`src/scaler_pkg.sv`:
```
`default_nettype none

package scaler_pkg;

	// ------------------------------------------------
	// default widths, overridden from the top level
	// ------------------------------------------------
	localparam int DEF_W_WIDTH   = 10; // source and destination widths
	localparam int DEF_H_WIDTH   = 10; // source and destination heights
	localparam int DEF_BID_WIDTH = 2;  // four line buffers

	// ------------------------------------------------
	// controller
	// ------------------------------------------------
	typedef enum logic [1:0] {
		IDLE,    // waiting for start
		DIV_COL, // dividing s_width by m_width
		DIV_ROW, // dividing s_height by m_height
		RUN      // walking the frame
	} cfg_state_e;

endpackage

`default_nettype wire
```
`src/scaler_top.sv`:
```
`timescale 1ns/1ps
`default_nettype none

module scaler_top
	import scaler_pkg::*;
#(
	parameter int P_W_WIDTH   = DEF_W_WIDTH,
	parameter int P_H_WIDTH   = DEF_H_WIDTH,
	parameter int P_BID_WIDTH = DEF_BID_WIDTH
) (
	input  wire                   clk,
	input  wire                   resetn,

	input  wire                   i_start,
	input  wire [P_W_WIDTH-1:0]   i_s_width,
	input  wire [P_H_WIDTH-1:0]   i_s_height,
	input  wire [P_W_WIDTH-1:0]   i_m_width,
	input  wire [P_H_WIDTH-1:0]   i_m_height,
	output wire                   o_busy,
	output wire                   o_cfg_err,

	input  wire                   i_ready,
	output wire                   o_valid,
	output wire                   o_tuser,
	output wire                   o_tlast,
	output wire                   o_eof,
	output wire [P_H_WIDTH-1:0]   o_r_idx0,
	output wire [P_H_WIDTH-1:0]   o_r_idx1,
	output wire [P_BID_WIDTH-1:0] o_r_bid0,
	output wire [P_BID_WIDTH-1:0] o_r_bid1,
	output wire                   o_r_update0,
	output wire [P_W_WIDTH-1:0]   o_c_idx0,
	output wire [P_W_WIDTH-1:0]   o_c_idx1,
	output wire                   o_c_new1
);

	wire                 run;
	wire                 frame_done;
	wire [P_W_WIDTH-1:0] s_width;
	wire [P_H_WIDTH-1:0] s_height;
	wire [P_W_WIDTH-1:0] m_width;
	wire [P_H_WIDTH-1:0] m_height;
	wire [P_W_WIDTH-1:0] c_quot;
	wire [P_W_WIDTH-1:0] c_rem;
	wire [P_H_WIDTH-1:0] r_quot;
	wire [P_H_WIDTH-1:0] r_rem;

	scaler_cfg #(
		.P_W_WIDTH(P_W_WIDTH),
		.P_H_WIDTH(P_H_WIDTH)
	) scaler_cfg_i (
		.clk         (clk),
		.resetn      (resetn),
		.i_start     (i_start),
		.i_s_width   (i_s_width),
		.i_s_height  (i_s_height),
		.i_m_width   (i_m_width),
		.i_m_height  (i_m_height),
		.i_frame_done(frame_done),
		.o_busy      (o_busy),
		.o_cfg_err   (o_cfg_err),
		.o_run       (run),
		.o_s_width   (s_width),
		.o_s_height  (s_height),
		.o_m_width   (m_width),
		.o_m_height  (m_height),
		.o_c_quot    (c_quot),
		.o_c_rem     (c_rem),
		.o_r_quot    (r_quot),
		.o_r_rem     (r_rem)
	);

	scaler_2d #(
		.P_W_WIDTH  (P_W_WIDTH),
		.P_H_WIDTH  (P_H_WIDTH),
		.P_BID_WIDTH(P_BID_WIDTH)
	) scaler_2d_i (
		.clk         (clk),
		.resetn      (resetn),
		.i_run       (run),
		.i_s_width   (s_width),
		.i_s_height  (s_height),
		.i_m_width   (m_width),
		.i_m_height  (m_height),
		.i_c_quot    (c_quot),
		.i_c_rem     (c_rem),
		.i_r_quot    (r_quot),
		.i_r_rem     (r_rem),
		.i_ready     (i_ready),
		.o_valid     (o_valid),
		.o_tuser     (o_tuser),
		.o_tlast     (o_tlast),
		.o_eof       (o_eof),
		.o_r_idx0    (o_r_idx0),
		.o_r_idx1    (o_r_idx1),
		.o_r_bid0    (o_r_bid0),
		.o_r_bid1    (o_r_bid1),
		.o_r_update0 (o_r_update0),
		.o_c_idx0    (o_c_idx0),
		.o_c_idx1    (o_c_idx1),
		.o_c_new1    (o_c_new1),
		.o_frame_done(frame_done)
	);

endmodule

`default_nettype wire

```
`src/scaler_cfg.sv`:
```
`timescale 1ns/1ps
`default_nettype none

module scaler_cfg
	import scaler_pkg::*;
#(
	parameter int P_W_WIDTH = DEF_W_WIDTH,
	parameter int P_H_WIDTH = DEF_H_WIDTH
) (
	input  wire                  clk,
	input  wire                  resetn,

	input  wire                  i_start,
	input  wire [P_W_WIDTH-1:0]  i_s_width,
	input  wire [P_H_WIDTH-1:0]  i_s_height,
	input  wire [P_W_WIDTH-1:0]  i_m_width,
	input  wire [P_H_WIDTH-1:0]  i_m_height,
	input  wire                  i_frame_done,

	output logic                 o_busy,
	output logic                 o_cfg_err,
	output logic                 o_run,
	output logic [P_W_WIDTH-1:0] o_s_width,
	output logic [P_H_WIDTH-1:0] o_s_height,
	output logic [P_W_WIDTH-1:0] o_m_width,
	output logic [P_H_WIDTH-1:0] o_m_height,
	output logic [P_W_WIDTH-1:0] o_c_quot,
	output logic [P_W_WIDTH-1:0] o_c_rem,
	output logic [P_H_WIDTH-1:0] o_r_quot,
	output logic [P_H_WIDTH-1:0] o_r_rem
);

	localparam int L_MAX_WIDTH = (P_W_WIDTH > P_H_WIDTH) ? P_W_WIDTH : P_H_WIDTH;
	localparam int L_CNT_WIDTH = $clog2(L_MAX_WIDTH + 1);

	typedef logic [P_W_WIDTH-1:0]   col_t;
	typedef logic [P_H_WIDTH-1:0]   row_t;
	typedef logic [L_CNT_WIDTH-1:0] cnt_t;

	cfg_state_e         state;
	cnt_t               bit_cnt;
	logic               start_ok;
	logic               size_zero;
	logic [P_W_WIDTH:0] c_trial; // partial remainder with next dividend bit
	logic [P_H_WIDTH:0] r_trial;
	logic               c_ge;
	logic               r_ge;

	assign start_ok  = i_start & (state == IDLE);
	assign size_zero = (i_s_width == '0) | (i_s_height == '0) |
		(i_m_width == '0) | (i_m_height == '0);

	assign o_busy = (state != IDLE);
	assign o_run  = (state == RUN);

	// quotient register doubles as the dividend shifter
	assign c_trial = {o_c_rem, o_c_quot[P_W_WIDTH-1]};
	assign r_trial = {o_r_rem, o_r_quot[P_H_WIDTH-1]};
	assign c_ge    = c_trial >= {1'b0, o_m_width};
	assign r_ge    = r_trial >= {1'b0, o_m_height};

	// ------------------------------------------------
	// control
	// ------------------------------------------------
	always_ff @(posedge clk) begin
		if (!resetn) begin
			state     <= IDLE;
			bit_cnt   <= '0;
			o_cfg_err <= 1'b0;
		end else begin
			case (state)
			IDLE: begin
				bit_cnt <= '0;
				if (start_ok) begin
					o_cfg_err <= size_zero;
					if (!size_zero) begin
						state <= DIV_COL;
					end
				end
			end
			DIV_COL: begin
				bit_cnt <= bit_cnt + 1'b1;
				if (bit_cnt == cnt_t'(P_W_WIDTH - 1)) begin
					bit_cnt <= '0;
					state   <= DIV_ROW;
				end
			end
			DIV_ROW: begin
				bit_cnt <= bit_cnt + 1'b1;
				if (bit_cnt == cnt_t'(P_H_WIDTH - 1)) begin
					bit_cnt <= '0;
					state   <= RUN;
				end
			end
			RUN: if (i_frame_done) state <= IDLE;
			default: state <= IDLE;
			endcase
		end
	end

	// ------------------------------------------------
	// sizes and restoring divider
	// ------------------------------------------------
	always_ff @(posedge clk) begin
		if (start_ok) begin
			o_s_width  <= i_s_width;
			o_s_height <= i_s_height;
			o_m_width  <= i_m_width;
			o_m_height <= i_m_height;
			o_c_quot   <= i_s_width;
			o_c_rem    <= '0;
			o_r_quot   <= i_s_height;
			o_r_rem    <= '0;
		end else if (state == DIV_COL) begin
			o_c_quot <= {o_c_quot[P_W_WIDTH-2:0], c_ge};
			o_c_rem  <= c_ge ? col_t'(c_trial - {1'b0, o_m_width}) : c_trial[P_W_WIDTH-1:0];
		end else if (state == DIV_ROW) begin
			o_r_quot <= {o_r_quot[P_H_WIDTH-2:0], r_ge};
			o_r_rem  <= r_ge ? row_t'(r_trial - {1'b0, o_m_height}) : r_trial[P_H_WIDTH-1:0];
		end
	end

endmodule

`default_nettype wire

```
`src/scaler_2d.sv`:
```
`timescale 1ns/1ps
`default_nettype none

module scaler_2d
	import scaler_pkg::*;
#(
	parameter int P_W_WIDTH   = DEF_W_WIDTH,
	parameter int P_H_WIDTH   = DEF_H_WIDTH,
	parameter int P_BID_WIDTH = DEF_BID_WIDTH
) (
	input  wire                   clk,
	input  wire                   resetn,

	input  wire                   i_run,
	input  wire [P_W_WIDTH-1:0]   i_s_width,
	input  wire [P_H_WIDTH-1:0]   i_s_height,
	input  wire [P_W_WIDTH-1:0]   i_m_width,
	input  wire [P_H_WIDTH-1:0]   i_m_height,
	input  wire [P_W_WIDTH-1:0]   i_c_quot,
	input  wire [P_W_WIDTH-1:0]   i_c_rem,
	input  wire [P_H_WIDTH-1:0]   i_r_quot,
	input  wire [P_H_WIDTH-1:0]   i_r_rem,

	input  wire                   i_ready,
	output wire                   o_valid,
	output wire                   o_tuser,
	output wire                   o_tlast,
	output wire                   o_eof,
	output wire [P_H_WIDTH-1:0]   o_r_idx0,
	output wire [P_H_WIDTH-1:0]   o_r_idx1,
	output wire [P_BID_WIDTH-1:0] o_r_bid0,
	output wire [P_BID_WIDTH-1:0] o_r_bid1,
	output wire                   o_r_update0,
	output wire [P_W_WIDTH-1:0]   o_c_idx0,
	output wire [P_W_WIDTH-1:0]   o_c_idx1,
	output wire                   o_c_new1,
	output wire                   o_frame_done
);

	typedef logic [P_W_WIDTH-1:0]   col_t;
	typedef logic [P_H_WIDTH-1:0]   row_t;
	typedef logic [P_BID_WIDTH-1:0] bid_t;

	localparam int L_DATA_WIDTH = 5 + 2 * P_H_WIDTH + 2 * P_BID_WIDTH + 2 * P_W_WIDTH;

	logic                    algo_en;    // relay can take a beat
	logic                    beat_valid;
	logic                    col_step;
	logic                    row_step;
	logic                    gen_done;   // eof beat already handed to relay
	col_t                    c_idx0;
	col_t                    c_idx1;
	col_t                    prev_c_idx1;
	logic                    c_first;
	logic                    c_last;
	row_t                    r_idx0;
	row_t                    r_idx1;
	row_t                    prev_r_idx0;
	logic                    r_first;
	logic                    r_last;
	logic                    rc_update0;
	logic                    rc_new1;
	bid_t                    rc_bid0;
	bid_t                    rc_bid1;
	logic [L_DATA_WIDTH-1:0] s_data;
	logic [L_DATA_WIDTH-1:0] m_data;

	assign beat_valid = i_run & ~gen_done;
	assign col_step   = beat_valid & algo_en;
	assign row_step   = col_step & c_last;

	scaler_1d #(
		.P_WIDTH(P_W_WIDTH)
	) col_walker (
		.clk      (clk),
		.resetn   (resetn),
		.i_restart(~i_run),
		.i_step   (col_step),
		.i_s_nbr  (i_s_width),
		.i_m_nbr  (i_m_width),
		.i_quot   (i_c_quot),
		.i_rem    (i_c_rem),
		.o_idx0   (c_idx0),
		.o_idx1   (c_idx1),
		.o_first  (c_first),
		.o_last   (c_last)
	);

	scaler_1d #(
		.P_WIDTH(P_H_WIDTH)
	) row_walker (
		.clk      (clk),
		.resetn   (resetn),
		.i_restart(~i_run),
		.i_step   (row_step),
		.i_s_nbr  (i_s_height),
		.i_m_nbr  (i_m_height),
		.i_quot   (i_r_quot),
		.i_rem    (i_r_rem),
		.o_idx0   (r_idx0),
		.o_idx1   (r_idx1),
		.o_first  (r_first),
		.o_last   (r_last)
	);

	always_ff @(posedge clk) begin
		if (!resetn || !i_run) begin
			gen_done <= 1'b0;
		end else if (row_step && r_last) begin
			gen_done <= 1'b1;
		end
	end

	// history for the fetch flags
	always_ff @(posedge clk) begin
		if (col_step) begin
			prev_c_idx1 <= c_idx1;
		end
		if (row_step) begin
			prev_r_idx0 <= r_idx0;
		end
	end

	// ------------------------------------------------
	// beat
	// ------------------------------------------------
	assign rc_bid0    = r_idx0[P_BID_WIDTH-1:0];
	assign rc_bid1    = r_idx1[P_BID_WIDTH-1:0];
	assign rc_update0 = c_first & (r_first | (r_idx0 != prev_r_idx0));
	assign rc_new1    = c_first | (c_idx1 != prev_c_idx1);

	assign s_data = {
		r_first & c_first, c_last, r_last & c_last,
		r_idx0, r_idx1, rc_bid0, rc_bid1, rc_update0,
		c_idx0, c_idx1, rc_new1
	};

	scaler_relay #(
		.P_DATA_WIDTH(L_DATA_WIDTH)
	) relay (
		.clk      (clk),
		.resetn   (resetn),
		.i_s_valid(beat_valid),
		.i_s_data (s_data),
		.o_s_ready(algo_en),
		.o_m_valid(o_valid),
		.o_m_data (m_data),
		.i_m_ready(i_ready)
	);

	assign {
		o_tuser, o_tlast, o_eof,
		o_r_idx0, o_r_idx1, o_r_bid0, o_r_bid1, o_r_update0,
		o_c_idx0, o_c_idx1, o_c_new1
	} = m_data;

	assign o_frame_done = o_valid & i_ready & o_eof;

endmodule

`default_nettype wire

```
`src/scaler_relay.sv`:
```
`timescale 1ns/1ps
`default_nettype none

module scaler_relay
	import scaler_pkg::*;
#(
	parameter int P_DATA_WIDTH = 2 * DEF_W_WIDTH
) (
	input  wire                     clk,
	input  wire                     resetn,

	input  wire                     i_s_valid,
	input  wire [P_DATA_WIDTH-1:0]  i_s_data,
	output logic                    o_s_ready,

	output logic                    o_m_valid,
	output logic [P_DATA_WIDTH-1:0] o_m_data,
	input  wire                     i_m_ready
);

	typedef logic [P_DATA_WIDTH-1:0] data_t;

	data_t skid_data;
	logic  skid_valid; // overflow entry in use
	logic  main_load;
	logic  s_fire;

	assign o_s_ready = ~skid_valid; // registered ready
	assign main_load = ~o_m_valid | i_m_ready;
	assign s_fire    = i_s_valid & o_s_ready;

	always_ff @(posedge clk) begin
		if (!resetn) begin
			o_m_valid  <= 1'b0;
			skid_valid <= 1'b0;
		end else if (main_load) begin
			o_m_valid  <= skid_valid | i_s_valid;
			skid_valid <= 1'b0;
		end else if (s_fire) begin
			skid_valid <= 1'b1; // main stalled, park the beat
		end
	end

	always_ff @(posedge clk) begin
		if (main_load) begin
			o_m_data <= skid_valid ? skid_data : i_s_data;
		end else if (s_fire) begin
			skid_data <= i_s_data;
		end
	end

endmodule

`default_nettype wire

```
`src/scaler_1d.sv`:
```
`timescale 1ns/1ps
`default_nettype none

module scaler_1d
	import scaler_pkg::*;
#(
	parameter int P_WIDTH = DEF_W_WIDTH
) (
	input  wire               clk,
	input  wire               resetn,

	input  wire               i_restart,
	input  wire               i_step,

	input  wire [P_WIDTH-1:0] i_s_nbr,
	input  wire [P_WIDTH-1:0] i_m_nbr,
	input  wire [P_WIDTH-1:0] i_quot,
	input  wire [P_WIDTH-1:0] i_rem,

	output wire [P_WIDTH-1:0] o_idx0,
	output wire [P_WIDTH-1:0] o_idx1,
	output wire               o_first,
	output wire               o_last
);

	typedef logic [P_WIDTH-1:0] idx_t;
	typedef logic [P_WIDTH:0]   sum_t;

	idx_t m_cnt;    // destination index
	idx_t idx0;     // floor(m_cnt * s / m)
	idx_t acc;      // (m_cnt * s) mod m
	idx_t m_last;
	idx_t s_last;
	sum_t acc_sum;
	logic acc_wrap;

	assign m_last = i_m_nbr - 1'b1;
	assign s_last = i_s_nbr - 1'b1;

	// remainder can exceed 2**P_WIDTH before the wrap
	assign acc_sum  = {1'b0, acc} + {1'b0, i_rem};
	assign acc_wrap = acc_sum >= {1'b0, i_m_nbr};

	assign o_first = (m_cnt == '0);
	assign o_last  = (m_cnt == m_last);

	assign o_idx0 = idx0;
	assign o_idx1 = (idx0 == s_last) ? idx0 : idx0 + 1'b1; // clamp at edge

	// ------------------------------------------------
	// walker
	// ------------------------------------------------
	always_ff @(posedge clk) begin
		if (!resetn) begin
			m_cnt <= '0;
			idx0  <= '0;
			acc   <= '0;
		end else if (i_restart || (i_step && o_last)) begin
			m_cnt <= '0;
			idx0  <= '0;
			acc   <= '0;
		end else if (i_step) begin
			m_cnt <= m_cnt + 1'b1;
			if (acc_wrap) begin
				acc  <= idx_t'(acc_sum - {1'b0, i_m_nbr});
				idx0 <= idx0 + i_quot + 1'b1; // carry out of the remainder
			end else begin
				acc  <= acc_sum[P_WIDTH-1:0];
				idx0 <= idx0 + i_quot;
			end
		end
	end

endmodule

`default_nettype wire

```
`config.mk`:
```
export PLATFORM = sky130hd
export DESIGN_NAME = scaler_top
export DESIGN_NICKNAME = d
export VERILOG_FILES = /design/src/scaler_pkg.sv /design/src/scaler_top.sv /design/src/scaler_cfg.sv /design/src/scaler_2d.sv /design/src/scaler_relay.sv /design/src/scaler_1d.sv
export SDC_FILE = /design/constraint.sdc
export NUM_CORES = 1
export LEC_CHECK = 0
export ABC_AREA = 1
export BUFFER_PORTS_ARGS = -buffer_cell sky130_fd_sc_hd__buf_2
export CAP_MARGIN = 10
export CORE_MARGIN = 4
export CORE_UTILIZATION = 64
export CTS_BUF_LIST = sky130_fd_sc_hd__clkbuf_4
export DETAILED_ROUTE_END_ITERATION = 10
export GPL_TIMING_DRIVEN = 1
export HOLD_SLACK_MARGIN = 0.15
export PLACE_DENSITY = 0.89
export REMOVE_ABC_BUFFERS = 1
export SKIP_CTS_REPAIR_TIMING = 1
export SYNTH_ARGS = -nofsm -noshare
export SYNTH_HDL_FRONTEND = slang
export SYNTH_SLANG_ARGS = --single-unit
```
`constraint.sdc`:
```
create_clock -name clk -period 6.65 [get_ports clk]
set_input_delay 0.665 -clock clk [delete_from_list [all_inputs] [get_ports clk]]
set_output_delay 0.665 -clock clk [all_outputs]
set_load 0.02 [all_outputs]
```
Word level (Yosys, flattened, before mapping)
Cells that the tools add are included.
{"block": "word_totals", "out_inout_bits": 52, "register_bits": 268, "word_cells": 135, "in_bits": 44}
{"block": "op_classes", "muxes": 22, "reduce_logical": 27, "n_eq_ne": 16, "n_addsub": 19, "order_cmp": 4, "bitwise_logic": 23}
{"operator": "2-to-1 mux 10 bit", "n": 13}
{"operator": "adder 10 x 1 -> 10 bit (second input constant)", "n": 6}
{"operator": "zero test 10 bit", "n": 6}
{"operator": "2-to-1 mux 49 bit", "n": 1}
{"operator": ">= comparator 11 x 10 -> 1 bit", "n": 4}
{"operator": "equality test 10 bit", "n": 4}
{"operator": "subtractor 10 x 1 -> 10 bit (second input constant)", "n": 4}
{"operator": "subtractor 10 bit", "n": 4}
{"operator": "adder 10 x 10 -> 11 bit", "n": 2}
{"operator": "adder 10 bit", "n": 2}
{"operator": "inequality test 10 bit", "n": 2}
{"operator": "2-to-1 mux 2 bit", "n": 5}
{"operator": "AND 1 bit", "n": 9}
{"operator": "inequality test 2 x 1 -> 1 bit (second input constant)", "n": 4}
{"operator": "case mux 2 bit (4 select lines)", "n": 1}
{"operator": "case mux 4 bit (2 select lines)", "n": 1}
{"operator": "AND reduction 2 bit", "n": 4}
{"operator": "nonzero test 2 bit", "n": 4}
{"operator": "OR reduction 2 bit", "n": 4}
{"operator": "NOT 1 bit", "n": 7}
{"operator": "bitwise OR 1 bit", "n": 7}
{"operator": "AND reduction 5 bit", "n": 1}
{"operator": "adder 4 x 1 -> 4 bit (second input constant)", "n": 1}
{"operator": "equality test 2 bit (second input constant)", "n": 2}
{"operator": "other kinds (8)", "n": 13}

Depth between registers and ports, before layout
{"block": "logic_depth", "ltp_word": 7, "mapped_depth": 27, "mapped_depth_nobuf": 27}

Cells and area by module
A second synthesis with hierarchy kept.
{"block": "hier_totals", "cells_unflattened": 2308, "area_unflattened_um2": 17675.7}
{"module": "scaler_cfg", "seq_area_each_um2": 2342.2, "cells_per_inst": 545, "area_per_inst_um2": 4744.6, "instances": 1}
{"module": "scaler_1d at scaler_2d_i.row_walker", "seq_area_each_um2": 600.6, "cells_per_inst": 695, "area_per_inst_um2": 4119.0, "instances": 1}
{"module": "scaler_1d at scaler_2d_i.col_walker", "seq_area_each_um2": 600.6, "cells_per_inst": 688, "area_per_inst_um2": 4092.7, "instances": 1}
{"module": "scaler_relay", "seq_area_each_um2": 2982.9, "cells_per_inst": 268, "area_per_inst_um2": 3694.8, "instances": 1}
{"module": "scaler_2d", "seq_area_each_um2": 620.6, "cells_per_inst": 112, "area_per_inst_um2": 1024.7, "instances": 1}

Least setup slack after synthesis
No wires, ideal clock.
{"block": "synth_path", "path_type": "input to register", "from": "input i_ready", "to": "register scaler_2d_i.relay.skid_data[0], enable pin", "path_buffers": 0, "cell_stages": 3, "setup_slack_ns": 2.435, "arrival_time_ns": 3.767, "path_cell_list": "inv_1 nand2_1 nor2_1"}
{"block": "synth_via", "elab_chain_len": 3}
{"element": "start, declared", "line_no": "scaler_top.sv:22", "rtl": "input wire i_ready,"}
{"element": "bitwise OR 1 bit", "line_no": "scaler_relay.sv:29", "rtl": "assign main_load = ~o_m_valid | i_m_ready;"}
{"element": "named net scaler_2d_i.relay.main_load", "line_no": "scaler_relay.sv:25", "rtl": "logic main_load;"}
{"element": "NOT 1 bit (no source line)"}
{"element": "AND reduction 2 bit (no source line)"}
{"element": "end signal, assigned", "line_no": "scaler_relay.sv:48", "rtl": "skid_data <= i_s_data;"}
{"element": "end, declared", "line_no": "scaler_relay.sv:23", "rtl": "data_t skid_data;"}
The timed path passes the listed nets, and every way through them passes these cells.
A chain may end at the register's enable or synchronous reset.

Worst setup path after layout
{"block": "layout_path", "from": "register scaler_cfg_i.o_r_rem[2]", "to": "register scaler_2d_i.row_walker.acc[7]"}
{"block": "layout_via", "elab_chain_len": 3, "word_cells_on_any_way": 4, "cone_classes": "add/sub (2); order compare (1); mux (1)"}
{"element": "start, declared", "line_no": "scaler_cfg.sv:30", "rtl": "output logic [P_H_WIDTH-1:0] o_r_rem"}
{"element": "start signal, assigned", "line_no": "scaler_cfg.sv:119", "rtl": "o_r_rem <= r_ge ? row_t'(r_trial - {1'b0, o_m_height}) : r_trial[P_H_WIDTH-1:0];"}
{"element": "adder 10 x 10 -> 11 bit (*)", "line_no": "scaler_1d.sv:41", "rtl": "assign acc_sum = {1'b0, acc} + {1'b0, i_rem};"}
{"element": "subtractor 10 bit or >= comparator 11 x 10 -> 1 bit (tied branches)", "line_no": "scaler_1d.sv:65, scaler_1d.sv:42"}
{"element": "2-to-1 mux 10 bit (*)", "line_no": "scaler_1d.sv:64", "rtl": "if (acc_wrap) begin"}
{"element": "end signal, assigned", "line_no": "scaler_1d.sv:65", "rtl": "acc <= idx_t'(acc_sum - {1'b0, i_m_nbr});"}
{"element": "end signal, assigned", "line_no": "scaler_1d.sv:68", "rtl": "acc <= acc_sum[P_WIDTH-1:0];"}
{"element": "end, declared", "line_no": "scaler_1d.sv:31", "rtl": "idx_t acc;"}
Mark *: on every way between the ends. The rest lies on a longest branch, timed or not.

==> metrics <==
status=finished, final reports clean; vias per std cell=approximately 5.7; Synth Register Bits=260; Total Routing Usage GR=between 20% and 30%; Clock Root Buffer=clkbuf_4; leakage=7.86 nW; routed length per instance=15.8 um; nets@finish=around 2200; Final min period=~4100 ps; ANT nets after route=0; Synth Warn #=0; TNS Setup=0 ps; TritonRoute pass-1 iters=5; Critical Path Slowest Stage Cell=nand2_1; share of the synthesized area in the top cell type=31.5%; critical path, cell by cell=ha_1 > inv_1 > o21ai_0 > a21oi_1 > o21ai_0 > xnor2_1 > inv_1 > ha_1 > nand2_1 > nor2_1 > nand3_1 > nand4_1 > o21ai_0 > nand2_1 > inv_1 > o21ai_0 > nand2_1 > a21oi_1; register area share after synthesis=between 40% and 50%; initial DRC count=1172; pre-CTS setup slack=approximately 2400 ps; Cell Pwr Density=308 nW/um^2; row count=57; Flop pwr share=between 30% and 40%; fill count=~1800; Num CTS Buffers=a little under 70; fraction of synthesized area in multiplexers=0%; Remaining DRCs=0; Starting Density=between 60% and 70%; core area=between 20000 and 25000 sq um; crit end category=flop; top fanout value on the critical path=17; crit path buf inv count=3; drt total wl=approximately 39000 um; Layout Skew=61.9 ps; Clk pwr share=27.1%; Syn-to-layout area delta=9.85%; critical path's top delay family=compound AO/OA/AOI/OAI gates; sw power=roughly 0.0021 W; RSZ-0062 raised after global routing=false; Final setup viols=0; Max-Cap Viols=0; sw frac=between 30% and 40%; Worst Hold Slack=between 150 and 200 ps; Die H=167 um; f_max=247 MHz; top-count cell post-synth=nand2_1; top cell type by total area after synthesis=edfxtp_1; Worst EP required=7240 ps; gr ovfl total=0; post-DP HPWL=approximately 29000 um; Synth Cell Area=approximately 16000 sq um; Synth Area in Compound Gates=a little over a tenth; nature of the critical path startpoint=flop; largest family of logic cells by synthesized area=simple AND/OR/NAND/NOR gates; CTS H-Tree Depth=3; IR drop worst, VDD=~0.00016 V; via count=13869; first-pass GRT wire length=63400 um; most used cell along the critical path=o21ai_0; die area=between 20000 and 30000 sq um; final worst-path cycle share=60.9%; fraction of the mapped netlist area in simple logic gates=between 20% and 30%; critical path type=reg -> reg; Slew headroom=24.6%; Syn Area/Cell=a little over 8 sq um; Comb power frac=33.7%; Int Pwr=0.00340 W; EDFF count, synth=170; clock sink total=260; largest cells by area after synthesis=edfxtp_1 32%, dfxtp_1 11%, nand2_1 11%; Async SR Flop Fraction=0%; most used flip-flop cell after synthesis=edfxtp_1; final RePlAce weighted congestion=0.951; FF/Latch Area=6910 sq um; clk_lat worst skew=between 600 and 700 ps; Synth top cells by count=471 x nand2_1, 232 x inv_1, 170 x edfxtp_1; data arrival time of the worst path=4640 ps; clock transition at the registers of the reported paths=approximately 70 ps; I/O pin total=between 90 and 100; clock buffer depth=3; adder-cell area share of the yosys netlist=8.56%; Worst-Margin Slew=between 1000 and 1500 ps; antenna violations before repair=2; CTS tree=built; largest net degree at the start of global routing=between 70 and 80; Total Power=approximately 0.0055 W; Post-Synthesis Cells=1960; final hold vios=0; area of the multi-input gates=8120 sq um; die width=~170 um; Final Max Tran Viols=0; vias in the first global route=between 10000 and 15000; critical path's largest stage delay=approximately 420 ps; Unique masters post-synth=63; slack of the critical path=between 2000 and 3000 ps; share of layout cells above drive strength 1=between 10% and 20%; HP Class=in -> reg; Port-buffer cells=95; Synth Area in XOR/XNOR=slightly above 8%
==> worst paths after layout <==
kind                                                      end  slack [ps]  cells after the start                    start
worst min register to register           scaler_2d_i.gen_done         470                      2     scaler_2d_i.gen_done
worst min-delay path               scaler_cfg_i.o_s_height[5]         180                      1            i_s_height[5]
worst max-delay path            scaler_2d_i.row_walker.acc[7]        2600                     18  scaler_cfg_i.o_r_rem[2]
worst max register to register  scaler_2d_i.row_walker.acc[7]        2600                     18  scaler_cfg_i.o_r_rem[2]
==> cell usage in the layout, fill, tap and decap left out, types with 14 or more instances in the layout <==
cell type,n
nand2_1,470
inv_1,232
edfxtp_1,170
nor2_1,154
o21ai_0,112
a21oi_1,111
xor2_1,101
ha_1,98
clkbuf_4,95
buf_2,95
dfxtp_1,89
nand3_1,77
xnor2_1,48
nand4_1,40
nor3_1,34
o211ai_1,21
nor4_1,16
nand2_2,15
clkinv_1,14
==> cell families (layout without fill, tap and decap cells) <==
logic type | count (synthesis) | count (layout)
AO/OA/AOI/OAI | 304 | 304
XOR/XNOR | 150 | 150
adder cells (fa/ha/maj) | 106 | 106
buffers and inverters | 294 | 463
flip-flops | 260 | 260
other | 0 | 1
AND/OR/NAND/NOR | 846 | 846
==> area by class of cell <==
cell class                      instances  share of cell area [%]
Sequential cell                       260                    38.8
Clock inverter                         28                    1.20
Inverter                              241                    5.09
Antenna cell                            1                  0.0141
Tap cell                              324                    2.28
Multi-Input combinational cell       1406                    45.6
Clock buffer                           95                    4.01
Timing Repair Buffer                   99                    2.93
==> worst register-to-register path, stage by stage, from the launching register on <==
cell and delay (ps):
dfxtp_1 340, ha_1 350, inv_1 70, o21ai_0 350, a21oi_1 110, o21ai_0 210
xnor2_1 220, inv_1 80, ha_1 380, nand2_1 100, nor2_1 150, nand3_1 100
nand4_1 140, o21ai_0 90, nand2_1 420, inv_1 360, o21ai_0 240, nand2_1 70
a21oi_1 180
==> per-layer routing <==
layer  global-route usage [%]  vias to the layer above  part of all wire [%]
li1                         -                     6813                     -
met1                     35.1                     6412                    42
met2                     45.5                      549                    48
met3                     4.72                       93                   7.5
met4                     11.0                        2                   2.8
met5                        0                        -                 0.034
==> state kept, by name (all words and copies together) (netlist names), 4 cells and up <==
register / flops
scaler_2d_i.relay.o_m_data: 45
scaler_2d_i.relay.skid_data: 45
scaler_2d_i.col_walker.acc: 10
scaler_2d_i.col_walker.m_cnt: 10
scaler_2d_i.col_walker.o_idx0: 10
scaler_2d_i.prev_c_idx1: 10
scaler_2d_i.prev_r_idx0: 10
scaler_2d_i.row_walker.acc: 10
scaler_2d_i.row_walker.m_cnt: 10
scaler_2d_i.row_walker.o_idx0: 10
scaler_cfg_i.o_c_quot: 10
scaler_cfg_i.o_c_rem: 10
scaler_cfg_i.o_m_height: 10
scaler_cfg_i.o_m_width: 10
scaler_cfg_i.o_r_quot: 10
scaler_cfg_i.o_r_rem: 10
scaler_cfg_i.o_s_height: 10
scaler_cfg_i.o_s_width: 10
scaler_cfg_i.bit_cnt: 4
==> per-stage QoR <==
step | instances | util [%] | cell area [sq um]
after detailed placement | 2328 | 68.4 | 16800
after CTS | 2451 | 72.1 | 17800
after global placement | 2328 | 68.4 | 16800
final | 2454 | 72.3 | 17800
after global routing | 2454 | 72.3 | 17800
after floorplan | 1907 | - | 15900
==> power groups by stage <==
stage / logic (W) / registers (W) / clock network, W
after floorplan: 0.00137 / 0.00214 / 0
after global placement: 0.00173 / 0.00217 / 0
after detailed placement: 0.00181 / 0.00218 / 0
after CTS: 0.00182 / 0.00214 / 0.00150
after global routing: 0.00208 / 0.00217 / 0.00160
final: 0.00184 / 0.00215 / 0.00149
(Power assumes the default switching activity.)
